File: config.mk
export PLATFORM = sky130hd
export DESIGN_NAME = rv_pipeline_flat
export DESIGN_NICKNAME = d
export VERILOG_FILES = /design/src/rv_pkg.sv /design/src/dmem_if.sv /design/src/alu.sv /design/src/hazard_unit.sv /design/src/instr_decode.sv /design/src/reg_file.sv /design/src/rv_pipeline.sv /design/src/flat_wrapper.sv
export SDC_FILE = /design/constraint.sdc
export NUM_CORES = 2
export LEC_CHECK = 0
export ABC_AREA = 0
export BUFFER_PORTS_ARGS = -buffer_cell sky130_fd_sc_hd__buf_2
export CORE_ASPECT_RATIO = 1.25
export CORE_MARGIN = 2
export CORE_UTILIZATION = 25
export CTS_CLUSTER_DIAMETER = 150
export DETAILED_ROUTE_END_ITERATION = 12
export GPL_TIMING_DRIVEN = 0
export PLACE_DENSITY = 0.48
export SLEW_MARGIN = 25
export SYNTH_ARGS = -nofsm -noshare
export SYNTH_HDL_FRONTEND = slang
export SYNTH_SLANG_ARGS = --single-unit
File: constraint.sdc
create_clock -name clk -period 10.1 [get_ports clk]
set_input_delay 0.505 -clock clk [delete_from_list [all_inputs] [get_ports clk]]
set_output_delay 0.505 -clock clk [all_outputs]
set_load 0.01 [all_outputs]
File: src/rv_pkg.sv
// RV32I subset definitions shared by the core, its pipeline and its memories
`default_nettype none

package rv_pkg;

    // ----------------------------------------------------------
    // Widths and memory depths
    // ----------------------------------------------------------
    localparam int XLEN       = 32;
    localparam int REG_AW     = 5;
    localparam int IMEM_WORDS = 256;
    localparam int IMEM_AW    = 8;
    localparam int DMEM_WORDS = 256;
    localparam int DMEM_AW    = 8;

    // ----------------------------------------------------------
    // Encodings
    // ----------------------------------------------------------
    // Major opcodes, instr[6:0]
    typedef enum logic [6:0] {
        OP_REG    = 7'b0110011,
        OP_IMM    = 7'b0010011,
        OP_LOAD   = 7'b0000011,
        OP_STORE  = 7'b0100011,
        OP_BRANCH = 7'b1100011
    } opcode_e;

    // ADD at zero so all-zero control is harmless
    typedef enum logic [3:0] {
        ALU_ADD, ALU_SUB, ALU_SLL, ALU_SLT, ALU_SLTU,
        ALU_XOR, ALU_SRL, ALU_SRA, ALU_OR, ALU_AND
    } alu_op_e;

    typedef enum logic [2:0] {
        BR_NONE, BR_EQ, BR_NE, BR_LT, BR_GE, BR_LTU, BR_GEU
    } branch_e;

    // Operand source in execute
    typedef enum logic [1:0] {
        FWD_NONE, FWD_MEM, FWD_WB
    } fwd_sel_e;

    // Decoded control, travels down the pipeline
    typedef struct packed {
        alu_op_e alu_op;
        branch_e branch;
        logic    alu_src_imm;
        logic    reg_write;
        logic    mem_read;
        logic    mem_write;
        logic    mem_to_reg;
    } ctrl_t;

endpackage

`default_nettype wire
File: src/dmem_if.sv
// Data-memory request and read-data bundle between the MEM stage and the RAM
`timescale 1ns/1ps
`default_nettype none

interface dmem_if;

    // Requests from the pipeline
    logic                    re;
    logic                    we;
    logic [rv_pkg::XLEN-1:0] addr;
    logic [rv_pkg::XLEN-1:0] wdata;
    // Read data, valid in the same cycle as addr
    logic [rv_pkg::XLEN-1:0] rdata;

    modport core (
        output re, we, addr, wdata,
        input  rdata
    );

    modport mem (
        input  re, we, addr, wdata,
        output rdata
    );

endinterface

`default_nettype wire

File: src/alu.sv
// 32-bit ALU for arithmetic, logic, compare and shift operations
`timescale 1ns/1ps
`default_nettype none

module alu (
    input  rv_pkg::alu_op_e         op,
    input  logic [rv_pkg::XLEN-1:0] a,
    input  logic [rv_pkg::XLEN-1:0] b,
    output logic [rv_pkg::XLEN-1:0] result
);

    logic [4:0] shamt;

    // Only the low five bits shift
    assign shamt = b[4:0];

    always_comb begin
        case (op)
            rv_pkg::ALU_ADD:  result = a + b;
            rv_pkg::ALU_SUB:  result = a - b;
            rv_pkg::ALU_SLL:  result = a << shamt;
            rv_pkg::ALU_SLT:  result = {31'b0, $signed(a) < $signed(b)};
            rv_pkg::ALU_SLTU: result = {31'b0, a < b};
            rv_pkg::ALU_XOR:  result = a ^ b;
            rv_pkg::ALU_SRL:  result = a >> shamt;
            // Arithmetic shift keeps the sign
            rv_pkg::ALU_SRA:  result = $unsigned($signed(a) >>> shamt);
            rv_pkg::ALU_OR:   result = a | b;
            rv_pkg::ALU_AND:  result = a & b;
            default:          result = '0;
        endcase
    end

endmodule

`default_nettype wire

File: src/hazard_unit.sv
// Forwarding source selection for execute operands and load-use stall detect
`timescale 1ns/1ps
`default_nettype none

module hazard_unit (
    input  logic [rv_pkg::REG_AW-1:0] ex_rs1,
    input  logic [rv_pkg::REG_AW-1:0] ex_rs2,
    input  logic [rv_pkg::REG_AW-1:0] id_rs1,
    input  logic [rv_pkg::REG_AW-1:0] id_rs2,
    input  logic [rv_pkg::REG_AW-1:0] mem_rd,
    input  logic [rv_pkg::REG_AW-1:0] wb_rd,
    input  logic [rv_pkg::REG_AW-1:0] ex_rd,
    input  logic                      mem_reg_write,
    input  logic                      wb_reg_write,
    input  logic                      ex_mem_read,
    output rv_pkg::fwd_sel_e          fwd_a,
    output rv_pkg::fwd_sel_e          fwd_b,
    output logic                      stall
);

    logic mem_fwd_ok;
    logic wb_fwd_ok;

    // Writes to x0 never forward
    assign mem_fwd_ok = mem_reg_write && (mem_rd != '0);
    assign wb_fwd_ok  = wb_reg_write && (wb_rd != '0);

    // MEM stage holds the younger result, so it goes first
    assign fwd_a = (mem_fwd_ok && mem_rd == ex_rs1) ? rv_pkg::FWD_MEM :
                   (wb_fwd_ok && wb_rd == ex_rs1)   ? rv_pkg::FWD_WB  : rv_pkg::FWD_NONE;
    assign fwd_b = (mem_fwd_ok && mem_rd == ex_rs2) ? rv_pkg::FWD_MEM :
                   (wb_fwd_ok && wb_rd == ex_rs2)   ? rv_pkg::FWD_WB  : rv_pkg::FWD_NONE;

    // Load in execute feeding the instruction in decode
    assign stall = ex_mem_read && (ex_rd != '0) &&
                   (ex_rd == id_rs1 || ex_rd == id_rs2);

endmodule

`default_nettype wire

File: src/instr_decode.sv
// Instruction decoder producing control fields, register indices and immediate
`timescale 1ns/1ps
`default_nettype none

module instr_decode (
    input  logic [rv_pkg::XLEN-1:0]   instr,
    output rv_pkg::ctrl_t             ctrl,
    output logic [rv_pkg::REG_AW-1:0] rs1,
    output logic [rv_pkg::REG_AW-1:0] rs2,
    output logic [rv_pkg::REG_AW-1:0] rd,
    output logic [rv_pkg::XLEN-1:0]   imm
);

    logic [2:0]      funct3;
    logic            is_reg;
    rv_pkg::alu_op_e arith_op;

    assign funct3 = instr[14:12];
    assign is_reg = (instr[6:0] == rv_pkg::OP_REG);
    assign rs1    = instr[19:15];
    assign rs2    = instr[24:20];
    assign rd     = instr[11:7];

    // Shared ALU op for register and immediate arithmetic
    // instr[30] picks SUB (register form only) and SRA
    always_comb begin
        case (funct3)
            3'b000:  arith_op = (is_reg && instr[30]) ? rv_pkg::ALU_SUB : rv_pkg::ALU_ADD;
            3'b001:  arith_op = rv_pkg::ALU_SLL;
            3'b010:  arith_op = rv_pkg::ALU_SLT;
            3'b011:  arith_op = rv_pkg::ALU_SLTU;
            3'b100:  arith_op = rv_pkg::ALU_XOR;
            3'b101:  arith_op = instr[30] ? rv_pkg::ALU_SRA : rv_pkg::ALU_SRL;
            3'b110:  arith_op = rv_pkg::ALU_OR;
            default: arith_op = rv_pkg::ALU_AND;
        endcase
    end

    always_comb begin
        // Unknown opcode falls through as a no-op
        ctrl = '0;
        // I format by default
        imm  = {{20{instr[31]}}, instr[31:20]};
        case (instr[6:0])
            rv_pkg::OP_REG: begin
                ctrl.alu_op    = arith_op;
                ctrl.reg_write = 1'b1;
            end
            rv_pkg::OP_IMM: begin
                ctrl.alu_op      = arith_op;
                ctrl.alu_src_imm = 1'b1;
                ctrl.reg_write   = 1'b1;
            end
            rv_pkg::OP_LOAD: begin
                ctrl.alu_src_imm = 1'b1;
                ctrl.reg_write   = 1'b1;
                ctrl.mem_read    = 1'b1;
                ctrl.mem_to_reg  = 1'b1;
            end
            rv_pkg::OP_STORE: begin
                ctrl.alu_src_imm = 1'b1;
                ctrl.mem_write   = 1'b1;
                imm = {{20{instr[31]}}, instr[31:25], instr[11:7]};
            end
            rv_pkg::OP_BRANCH: begin
                // Compare via subtraction in execute
                ctrl.alu_op = rv_pkg::ALU_SUB;
                imm = {{19{instr[31]}}, instr[31], instr[7], instr[30:25],
                       instr[11:8], 1'b0};
                case (funct3)
                    3'b000:  ctrl.branch = rv_pkg::BR_EQ;
                    3'b001:  ctrl.branch = rv_pkg::BR_NE;
                    3'b100:  ctrl.branch = rv_pkg::BR_LT;
                    3'b101:  ctrl.branch = rv_pkg::BR_GE;
                    3'b110:  ctrl.branch = rv_pkg::BR_LTU;
                    3'b111:  ctrl.branch = rv_pkg::BR_GEU;
                    default: ctrl = '0;
                endcase
            end
            default: ctrl = '0;
        endcase
    end

endmodule

`default_nettype wire

File: src/reg_file.sv
// Integer register file with zero register, two reads and write-through bypass
`timescale 1ns/1ps
`default_nettype none

module reg_file (
    input  logic                      clk,
    input  logic                      rst_n,
    input  logic [rv_pkg::REG_AW-1:0] raddr1,
    input  logic [rv_pkg::REG_AW-1:0] raddr2,
    output logic [rv_pkg::XLEN-1:0]   rdata1,
    output logic [rv_pkg::XLEN-1:0]   rdata2,
    input  logic                      we,
    input  logic [rv_pkg::REG_AW-1:0] waddr,
    input  logic [rv_pkg::XLEN-1:0]   wdata
);

    logic [rv_pkg::XLEN-1:0] regs [32];

    // x0 is never written
    always_ff @(posedge clk or negedge rst_n) begin
        if (!rst_n) begin
            for (int i = 0; i < 32; i++) begin
                regs[i] <= '0;
            end
        end else if (we && waddr != '0) begin
            regs[waddr] <= wdata;
        end
    end

    // Writeback in the same cycle wins over the stored value
    assign rdata1 = (raddr1 == '0) ? '0 :
                    (we && waddr == raddr1) ? wdata : regs[raddr1];
    assign rdata2 = (raddr2 == '0) ? '0 :
                    (we && waddr == raddr2) ? wdata : regs[raddr2];

    // Write data aimed at x0 never leaks through the bypass
    a_x0_stays_zero: assert property (
        @(posedge clk) disable iff (!rst_n)
        (we && waddr == '0) |-> ((raddr1 != '0 || rdata1 == '0) &&
                                 (raddr2 != '0 || rdata2 == '0))
    );

endmodule

`default_nettype wire

File: src/rv_pipeline.sv
// Five-stage in-order pipeline with forwarding, load-use stall and branch flush
`timescale 1ns/1ps
`default_nettype none

module rv_pipeline (
    input  logic                    clk,
    input  logic                    rst_n,
    output logic [rv_pkg::XLEN-1:0] fetch_addr,
    input  logic [rv_pkg::XLEN-1:0] instr,
    dmem_if.core                    dmem
);

    logic [rv_pkg::XLEN-1:0]   pc;

    // IF/ID
    logic                      ifid_valid;
    logic [rv_pkg::XLEN-1:0]   ifid_pc;
    logic [rv_pkg::XLEN-1:0]   ifid_instr;

    // Decode outputs
    rv_pkg::ctrl_t             id_ctrl;
    logic [rv_pkg::REG_AW-1:0] id_rs1;
    logic [rv_pkg::REG_AW-1:0] id_rs2;
    logic [rv_pkg::REG_AW-1:0] id_rd;
    logic [rv_pkg::XLEN-1:0]   id_imm;
    logic [rv_pkg::XLEN-1:0]   id_rdata1;
    logic [rv_pkg::XLEN-1:0]   id_rdata2;

    // ID/EX
    logic                      idex_valid;
    rv_pkg::ctrl_t             idex_ctrl;
    logic [rv_pkg::XLEN-1:0]   idex_pc;
    logic [rv_pkg::REG_AW-1:0] idex_rs1;
    logic [rv_pkg::REG_AW-1:0] idex_rs2;
    logic [rv_pkg::REG_AW-1:0] idex_rd;
    logic [rv_pkg::XLEN-1:0]   idex_imm;
    logic [rv_pkg::XLEN-1:0]   idex_rdata1;
    logic [rv_pkg::XLEN-1:0]   idex_rdata2;

    // Execute
    rv_pkg::fwd_sel_e          fwd_a;
    rv_pkg::fwd_sel_e          fwd_b;
    logic                      stall;
    logic [rv_pkg::XLEN-1:0]   ex_op_a;
    logic [rv_pkg::XLEN-1:0]   ex_op_b;
    logic [rv_pkg::XLEN-1:0]   ex_result;
    logic                      ex_cond;
    logic                      ex_taken;

    // EX/MEM
    logic                      exmem_valid;
    rv_pkg::ctrl_t             exmem_ctrl;
    logic [rv_pkg::XLEN-1:0]   exmem_result;
    logic [rv_pkg::XLEN-1:0]   exmem_wdata;
    logic [rv_pkg::REG_AW-1:0] exmem_rd;

    // MEM/WB
    logic                      memwb_valid;
    rv_pkg::ctrl_t             memwb_ctrl;
    logic [rv_pkg::XLEN-1:0]   memwb_result;
    logic [rv_pkg::XLEN-1:0]   memwb_rdata;
    logic [rv_pkg::REG_AW-1:0] memwb_rd;
    logic [rv_pkg::XLEN-1:0]   wb_data;
    logic                      wb_we;

    // ----------------------------------------------------------
    // Fetch and decode
    // ----------------------------------------------------------
    assign fetch_addr = pc;

    instr_decode u_decode (
        .instr (ifid_instr),
        .ctrl  (id_ctrl),
        .rs1   (id_rs1),
        .rs2   (id_rs2),
        .rd    (id_rd),
        .imm   (id_imm)
    );

    reg_file u_regs (
        .clk    (clk),
        .rst_n  (rst_n),
        .raddr1 (id_rs1),
        .raddr2 (id_rs2),
        .rdata1 (id_rdata1),
        .rdata2 (id_rdata2),
        .we     (wb_we),
        .waddr  (memwb_rd),
        .wdata  (wb_data)
    );

    // ----------------------------------------------------------
    // Execute
    // ----------------------------------------------------------
    hazard_unit u_hazard (
        .ex_rs1        (idex_rs1),
        .ex_rs2        (idex_rs2),
        .id_rs1        (id_rs1),
        .id_rs2        (id_rs2),
        .mem_rd        (exmem_rd),
        .wb_rd         (memwb_rd),
        .ex_rd         (idex_rd),
        .mem_reg_write (exmem_valid && exmem_ctrl.reg_write),
        .wb_reg_write  (wb_we),
        .ex_mem_read   (idex_valid && idex_ctrl.mem_read),
        .fwd_a         (fwd_a),
        .fwd_b         (fwd_b),
        .stall         (stall)
    );

    // Forwarded register operands
    assign ex_op_a = (fwd_a == rv_pkg::FWD_MEM) ? exmem_result :
                     (fwd_a == rv_pkg::FWD_WB)  ? wb_data : idex_rdata1;
    assign ex_op_b = (fwd_b == rv_pkg::FWD_MEM) ? exmem_result :
                     (fwd_b == rv_pkg::FWD_WB)  ? wb_data : idex_rdata2;

    alu u_alu (
        .op     (idex_ctrl.alu_op),
        .a      (ex_op_a),
        .b      (idex_ctrl.alu_src_imm ? idex_imm : ex_op_b),
        .result (ex_result)
    );

    // Equality from the ALU difference, ordering from the operands
    always_comb begin
        case (idex_ctrl.branch)
            rv_pkg::BR_EQ:  ex_cond = (ex_result == '0);
            rv_pkg::BR_NE:  ex_cond = (ex_result != '0);
            rv_pkg::BR_LT:  ex_cond = ($signed(ex_op_a) < $signed(ex_op_b));
            rv_pkg::BR_GE:  ex_cond = ($signed(ex_op_a) >= $signed(ex_op_b));
            rv_pkg::BR_LTU: ex_cond = (ex_op_a < ex_op_b);
            rv_pkg::BR_GEU: ex_cond = (ex_op_a >= ex_op_b);
            default:        ex_cond = 1'b0;
        endcase
    end

    assign ex_taken = idex_valid && ex_cond;

    // ----------------------------------------------------------
    // Pipeline control
    // ----------------------------------------------------------
    always_ff @(posedge clk or negedge rst_n) begin
        if (!rst_n) begin
            pc          <= '0;
            ifid_valid  <= 1'b0;
            idex_valid  <= 1'b0;
            idex_ctrl   <= '0;
            exmem_valid <= 1'b0;
            exmem_ctrl  <= '0;
            memwb_valid <= 1'b0;
            memwb_ctrl  <= '0;
        end else begin
            exmem_valid <= idex_valid;
            exmem_ctrl  <= idex_ctrl;
            memwb_valid <= exmem_valid;
            memwb_ctrl  <= exmem_ctrl;
            if (ex_taken) begin
                // Redirect and kill the two younger instructions
                pc         <= idex_pc + idex_imm;
                ifid_valid <= 1'b0;
                idex_valid <= 1'b0;
            end else if (stall) begin
                // PC and IF/ID hold, bubble into execute
                idex_valid <= 1'b0;
            end else begin
                pc         <= pc + 32'd4;
                ifid_valid <= 1'b1;
                idex_valid <= ifid_valid;
                idex_ctrl  <= id_ctrl;
            end
        end
    end

    // Payload, qualified by the valid bits
    always_ff @(posedge clk) begin
        if (!stall) begin
            ifid_pc    <= pc;
            ifid_instr <= instr;
        end
        idex_pc      <= ifid_pc;
        idex_rs1     <= id_rs1;
        idex_rs2     <= id_rs2;
        idex_rd      <= id_rd;
        idex_imm     <= id_imm;
        idex_rdata1  <= id_rdata1;
        idex_rdata2  <= id_rdata2;
        exmem_result <= ex_result;
        exmem_wdata  <= ex_op_b;
        exmem_rd     <= idex_rd;
        memwb_result <= exmem_result;
        memwb_rdata  <= dmem.rdata;
        memwb_rd     <= exmem_rd;
    end

    // ----------------------------------------------------------
    // Memory and writeback
    // ----------------------------------------------------------
    assign dmem.re    = exmem_valid && exmem_ctrl.mem_read;
    assign dmem.we    = exmem_valid && exmem_ctrl.mem_write;
    assign dmem.addr  = exmem_result;
    assign dmem.wdata = exmem_wdata;

    assign wb_we   = memwb_valid && memwb_ctrl.reg_write;
    assign wb_data = memwb_ctrl.mem_to_reg ? memwb_rdata : memwb_result;

    // Both slots killed by a taken branch pass MEM without a request
    a_mem_req_valid: assert property (
        @(posedge clk) disable iff (!rst_n)
        ex_taken |-> ##2 !(dmem.re || dmem.we) ##1 !(dmem.re || dmem.we)
    );

    // A load in execute is never a branch at the same time
    a_no_flush_and_stall: assert property (
        @(posedge clk) disable iff (!rst_n)
        !(ex_taken && stall)
    );

endmodule

`default_nettype wire

File: src/flat_wrapper.sv
// flat-port wrapper written by rule: the top's interface ports become plain ports
module rv_pipeline_flat 
  (clk, rst_n, fetch_addr, instr, dmem_re, dmem_we, dmem_addr, dmem_wdata, dmem_rdata);
  dmem_if dmem_i ();
  input  logic clk;
  input  logic rst_n;
  output logic [rv_pkg::XLEN-1:0] fetch_addr;
  input  logic [rv_pkg::XLEN-1:0] instr;
  output wire logic [$bits(dmem_i.re)-1:0] dmem_re;
  output wire logic [$bits(dmem_i.we)-1:0] dmem_we;
  output wire logic [$bits(dmem_i.addr)-1:0] dmem_addr;
  output wire logic [$bits(dmem_i.wdata)-1:0] dmem_wdata;
  input wire logic [$bits(dmem_i.rdata)-1:0] dmem_rdata;
  assign dmem_re = dmem_i.re;
  assign dmem_we = dmem_i.we;
  assign dmem_addr = dmem_i.addr;
  assign dmem_wdata = dmem_i.wdata;
  assign dmem_i.rdata = dmem_rdata;
  rv_pipeline u_core (.clk(clk), .rst_n(rst_n), .fetch_addr(fetch_addr), .instr(instr), .dmem(dmem_i));
endmodule
==> summary.txt <==
Outcome
  – Outcome: finished, final reports clean

Clock network
  – Total CTS buffers: 158
  – Clk pin slew, worst setup/hold paths: 0.07 ns
  – H-tree levels: 4
  – CTS root buffer: clkbuf_16
  – TritonCTS Sinks: 1402
  – Clock tree buffer depth: 4
  – Worst-skew pair later-pin latency: 0.87 ns
  – CTS tree: yes

Timing
  – Period minus WS final: 10.00 ns
  – Fmax: 100 MHz
  – Clock skew: 0.0864 ns
  – Hold Slack: 0.206 ns
  – Fin. max-slew vios: 0
  – Final Cycle Share: 99.0%
  – Setup repair after global routing missed its margin: no
  – Worst setup margin: 0.0988 ns
  – Final setup viols: 0
  – Hold Vio Cnt, Final: 0
  – Max-slew headroom: 17.3%
  – Worst slew pin tran: 1.23 ns
  – Setup_tns: 0 ns

Power and ir drop
  – Pwr dens: 160 nW/um^2
  – Switching share of power: 29.8%
  – Clk pwr share: 41.4%
  – VDD IR max: 137 uV
  – Internal: 10.1 mW
  – Flop pwr share: 42.8%
  – Pleak: 36.1 nW
  – Sw Pwr: 4.30 mW
  – Combinational share of power: 15.8%

Critical path
  – Worst reg2reg startpoint: u_core.memwb_rd[2]
  – Crit path arrival time: 10.71 ns
  – Critical R2R Capture: u_core.fetch_addr[4]
  – Register-to-register setup slack: 0.1 ns
  – Cell depth of the worst flop-to-flop path: 26
  – CP startpoint: u_core.memwb_rd[2]
  – Worst Setup EP: u_core.fetch_addr[4]
  – CP max FO: 10
  – Startpoint Class: flop
  – Crit end category: flop
  – Critical path class: reg -> reg
  – Req. time, crit path: 10.81 ns

Global route
  – Vias in the first global route: 66000
  – Total grt overflow: 0
  – Largest net degree at the start of global routing: 130
  – Gr usage total: 22.8%
  – First-pass GRT wire length: 503000 um
  – Antenna violations before repair: 26

Place
  – Post-DP HPWL: 295000 um
  – Dpl cell area: 84000 um^2
  – Number of I/O port buffers: 163
  – Placer congestion estimate: 1.04
  – DP Worst Slack: -1.64 ns

Yosys
  – Cell taking the most area after synthesis: dfrtp_1
  – Synth cell types: 91
  – Post-synth EDFFs: 64
  – Seq/Total Area, Yosys: 44.5%
  – Synthesized net count: 7407
  – Post-synth ARST share: 76.7%
  – Avg Inst Size Synth: 10.7 um^2
  – Primary FF master, synth: dfrtp_1
  – Cell count after synthesis: 7177
  – Synth area leaders: dfrtp_1 (35%), mux4_2 (19%), dfxtp_1 (6.8%)
  – Synth warn: 0
  – Flops & latches, synth: 1402
  – Syn Std Cell Area: 76600 um^2
  – Synth top area share: 35.1%

Die
  – Die Y-Extent: 623 um
  – Initial Util: 25.1%
  – Core Rows: 227
  – I/O pin count: 164
  – Full die area: 311000 um^2
  – Core area: 305000 um^2
  – Die span in x: 499 um

Detailed routing
  – Avg Vias per Cell: 5.38
  – First drt pass iteration count: 8
  – Routed via count: 63300
  – Antenna Nets Post-Route: 0
  – Routed wire length: 362000 um
  – Residual DRC count: 0
  – Routed wire per std cell: 30.8 um
  – Detailed Route Iter0 Violations: 5866

Cells and area
  – Final Net Count: 7852
  – Layout area overhead: 17.5%
  – Fin util: 29.5%
  – Most frequent cells in the layout: dfrtp_1 (1076), nor2_1 (867), a21oi_1 (848)
  – Commonest non-fill, non-tap cell in the layout: dfrtp_1
  – Final Cell Area: 90100 um^2
  – Layout cell share with drive strength beyond 1: 18.5%

Flow run
  – Maxcap violations: 0

Worst hold path
  – Hold WC Path Type: in -> async
## registers in the layout, summed over array words and instances (netlist names), 32 cells and up
name,count
u_core.ifid_pc,32
u_core.memwb_rdata,32
u_core.idex_rdata2,32
u_core.dmem.addr,32
u_core.memwb_result,32
u_core.idex_pc,32
u_core.u_regs.regs,1024
u_core.idex_rdata1,32
u_core.ifid_instr,32
u_core.dmem.wdata,32
u_core.fetch_addr,32
## worst min-delay path by stage
| stage | start | endpoint | cells after the start |
|---|---|---|---|
| 2_1_floorplan | rst_n | u_core.exmem_ctrl[1] | 0 |
| 3_3_place_gp | u_core.ifid_pc[13] | u_core.idex_pc[13] | 0 |
| 3_5_place_dp | u_core.ifid_instr[26] | u_core.idex_imm[6] | 0 |
| 4_1_cts | rst_n | u_core.u_regs.regs[199] | 2 |
| 5_1_grt | rst_n | u_core.u_regs.regs[199] | 2 |
| 6_report | rst_n | u_core.u_regs.regs[199] | 2 |
## stage by stage
stage / total power, mW / std cells
after floorplan: 7.42 / 7177
after global placement: 8.41 / 11300
after detailed placement: 8.48 / 11400
after CTS: 14.5 / 11700
after global routing: 14.9 / 11700
final: 14.4 / 11800
## layout make-up
class                   count  area (um^2)
clock buffers             212         4460
flip-flops and latches   1402        34100
clock inverters            64          712
multi-input cells        4955        40100
repair buffers            290         2390
well taps                4007         5010
inverters                 149          559
diodes                      8         20.0
plain buffers             666         2730
fillers                 31400       215000
## per-layer routing
metal	share of wire [%]	global-route usage (%)	wire, um
met1	37	25.3	132000
met2	49	39.5	179000
met3	5.7	3.68	20700
met4	8.2	16.0	29700
met5	0.0075	0	27
## cell families after synthesis
family	synth area share (%)
adder cells (fa/ha/maj)	2.71
AO/OA/AOI/OAI	14.9
XOR/XNOR	1.38
AND/OR/NAND/NOR	10.8
multiplexers	21.6
flip-flops	44.5
buffers and inverters	4.17
## cells in the mapped netlist (71+ instances only)
master	count
clkbuf_1	552
a211oi_1	178
ha_1	161
dfrtp_1	1076
nor3_1	103
a21oi_1	849
o21ai_0	471
nand2_1	554
inv_1	146
nor2_1	882
mux2i_1	121
dfxtp_1	262
nor2b_1	88
mux4_2	651
buf_1	71
## timing repair
item                       in CTS  in global routing
setup endpoints to repair      45                 44
pin swaps                       0                  3
hold endpoints to repair      155                  0
hold buffers                   65                  0
resized for setup              14                 11
setup buffers                   0                  3
## power groups by stage
stage | Clock (mW) | Sequential, mW | Combinational (mW)
after CTS | 6.09 | 6.18 | 2.23
after floorplan | 0 | 6.18 | 1.24
after global placement | 0 | 6.27 | 2.14
final | 5.97 | 6.18 | 2.27
after global routing | 6.29 | 6.20 | 2.41
after detailed placement | 0 | 6.28 | 2.20
## worst max-delay path: stages (launching register included)
cell	delay [ns]
dfxtp_1	0.36
or3_1	0.52
o311a_1	0.54
nand2_2	0.39
clkbuf_1	0.68
a21oi_1	0.18
o21ai_0	0.85
mux2_2	0.33
inv_1	0.07
ha_1	0.24
nand2b_1	0.15
a21oi_1	0.25
a31oi_1	0.12
a21bo_2	0.29
a21oi_1	0.71
o21bai_1	0.33
a31oi_1	0.48
a211oi_1	0.15
o31ai_1	0.26
xnor2_1	0.23
a221oi_1	0.71
and3_1	0.26
nand3_1	0.20
or4_4	0.57
a31oi_4	0.47
buf_6	0.27
mux2i_1	0.22
(Power assumes the default switching activity.)
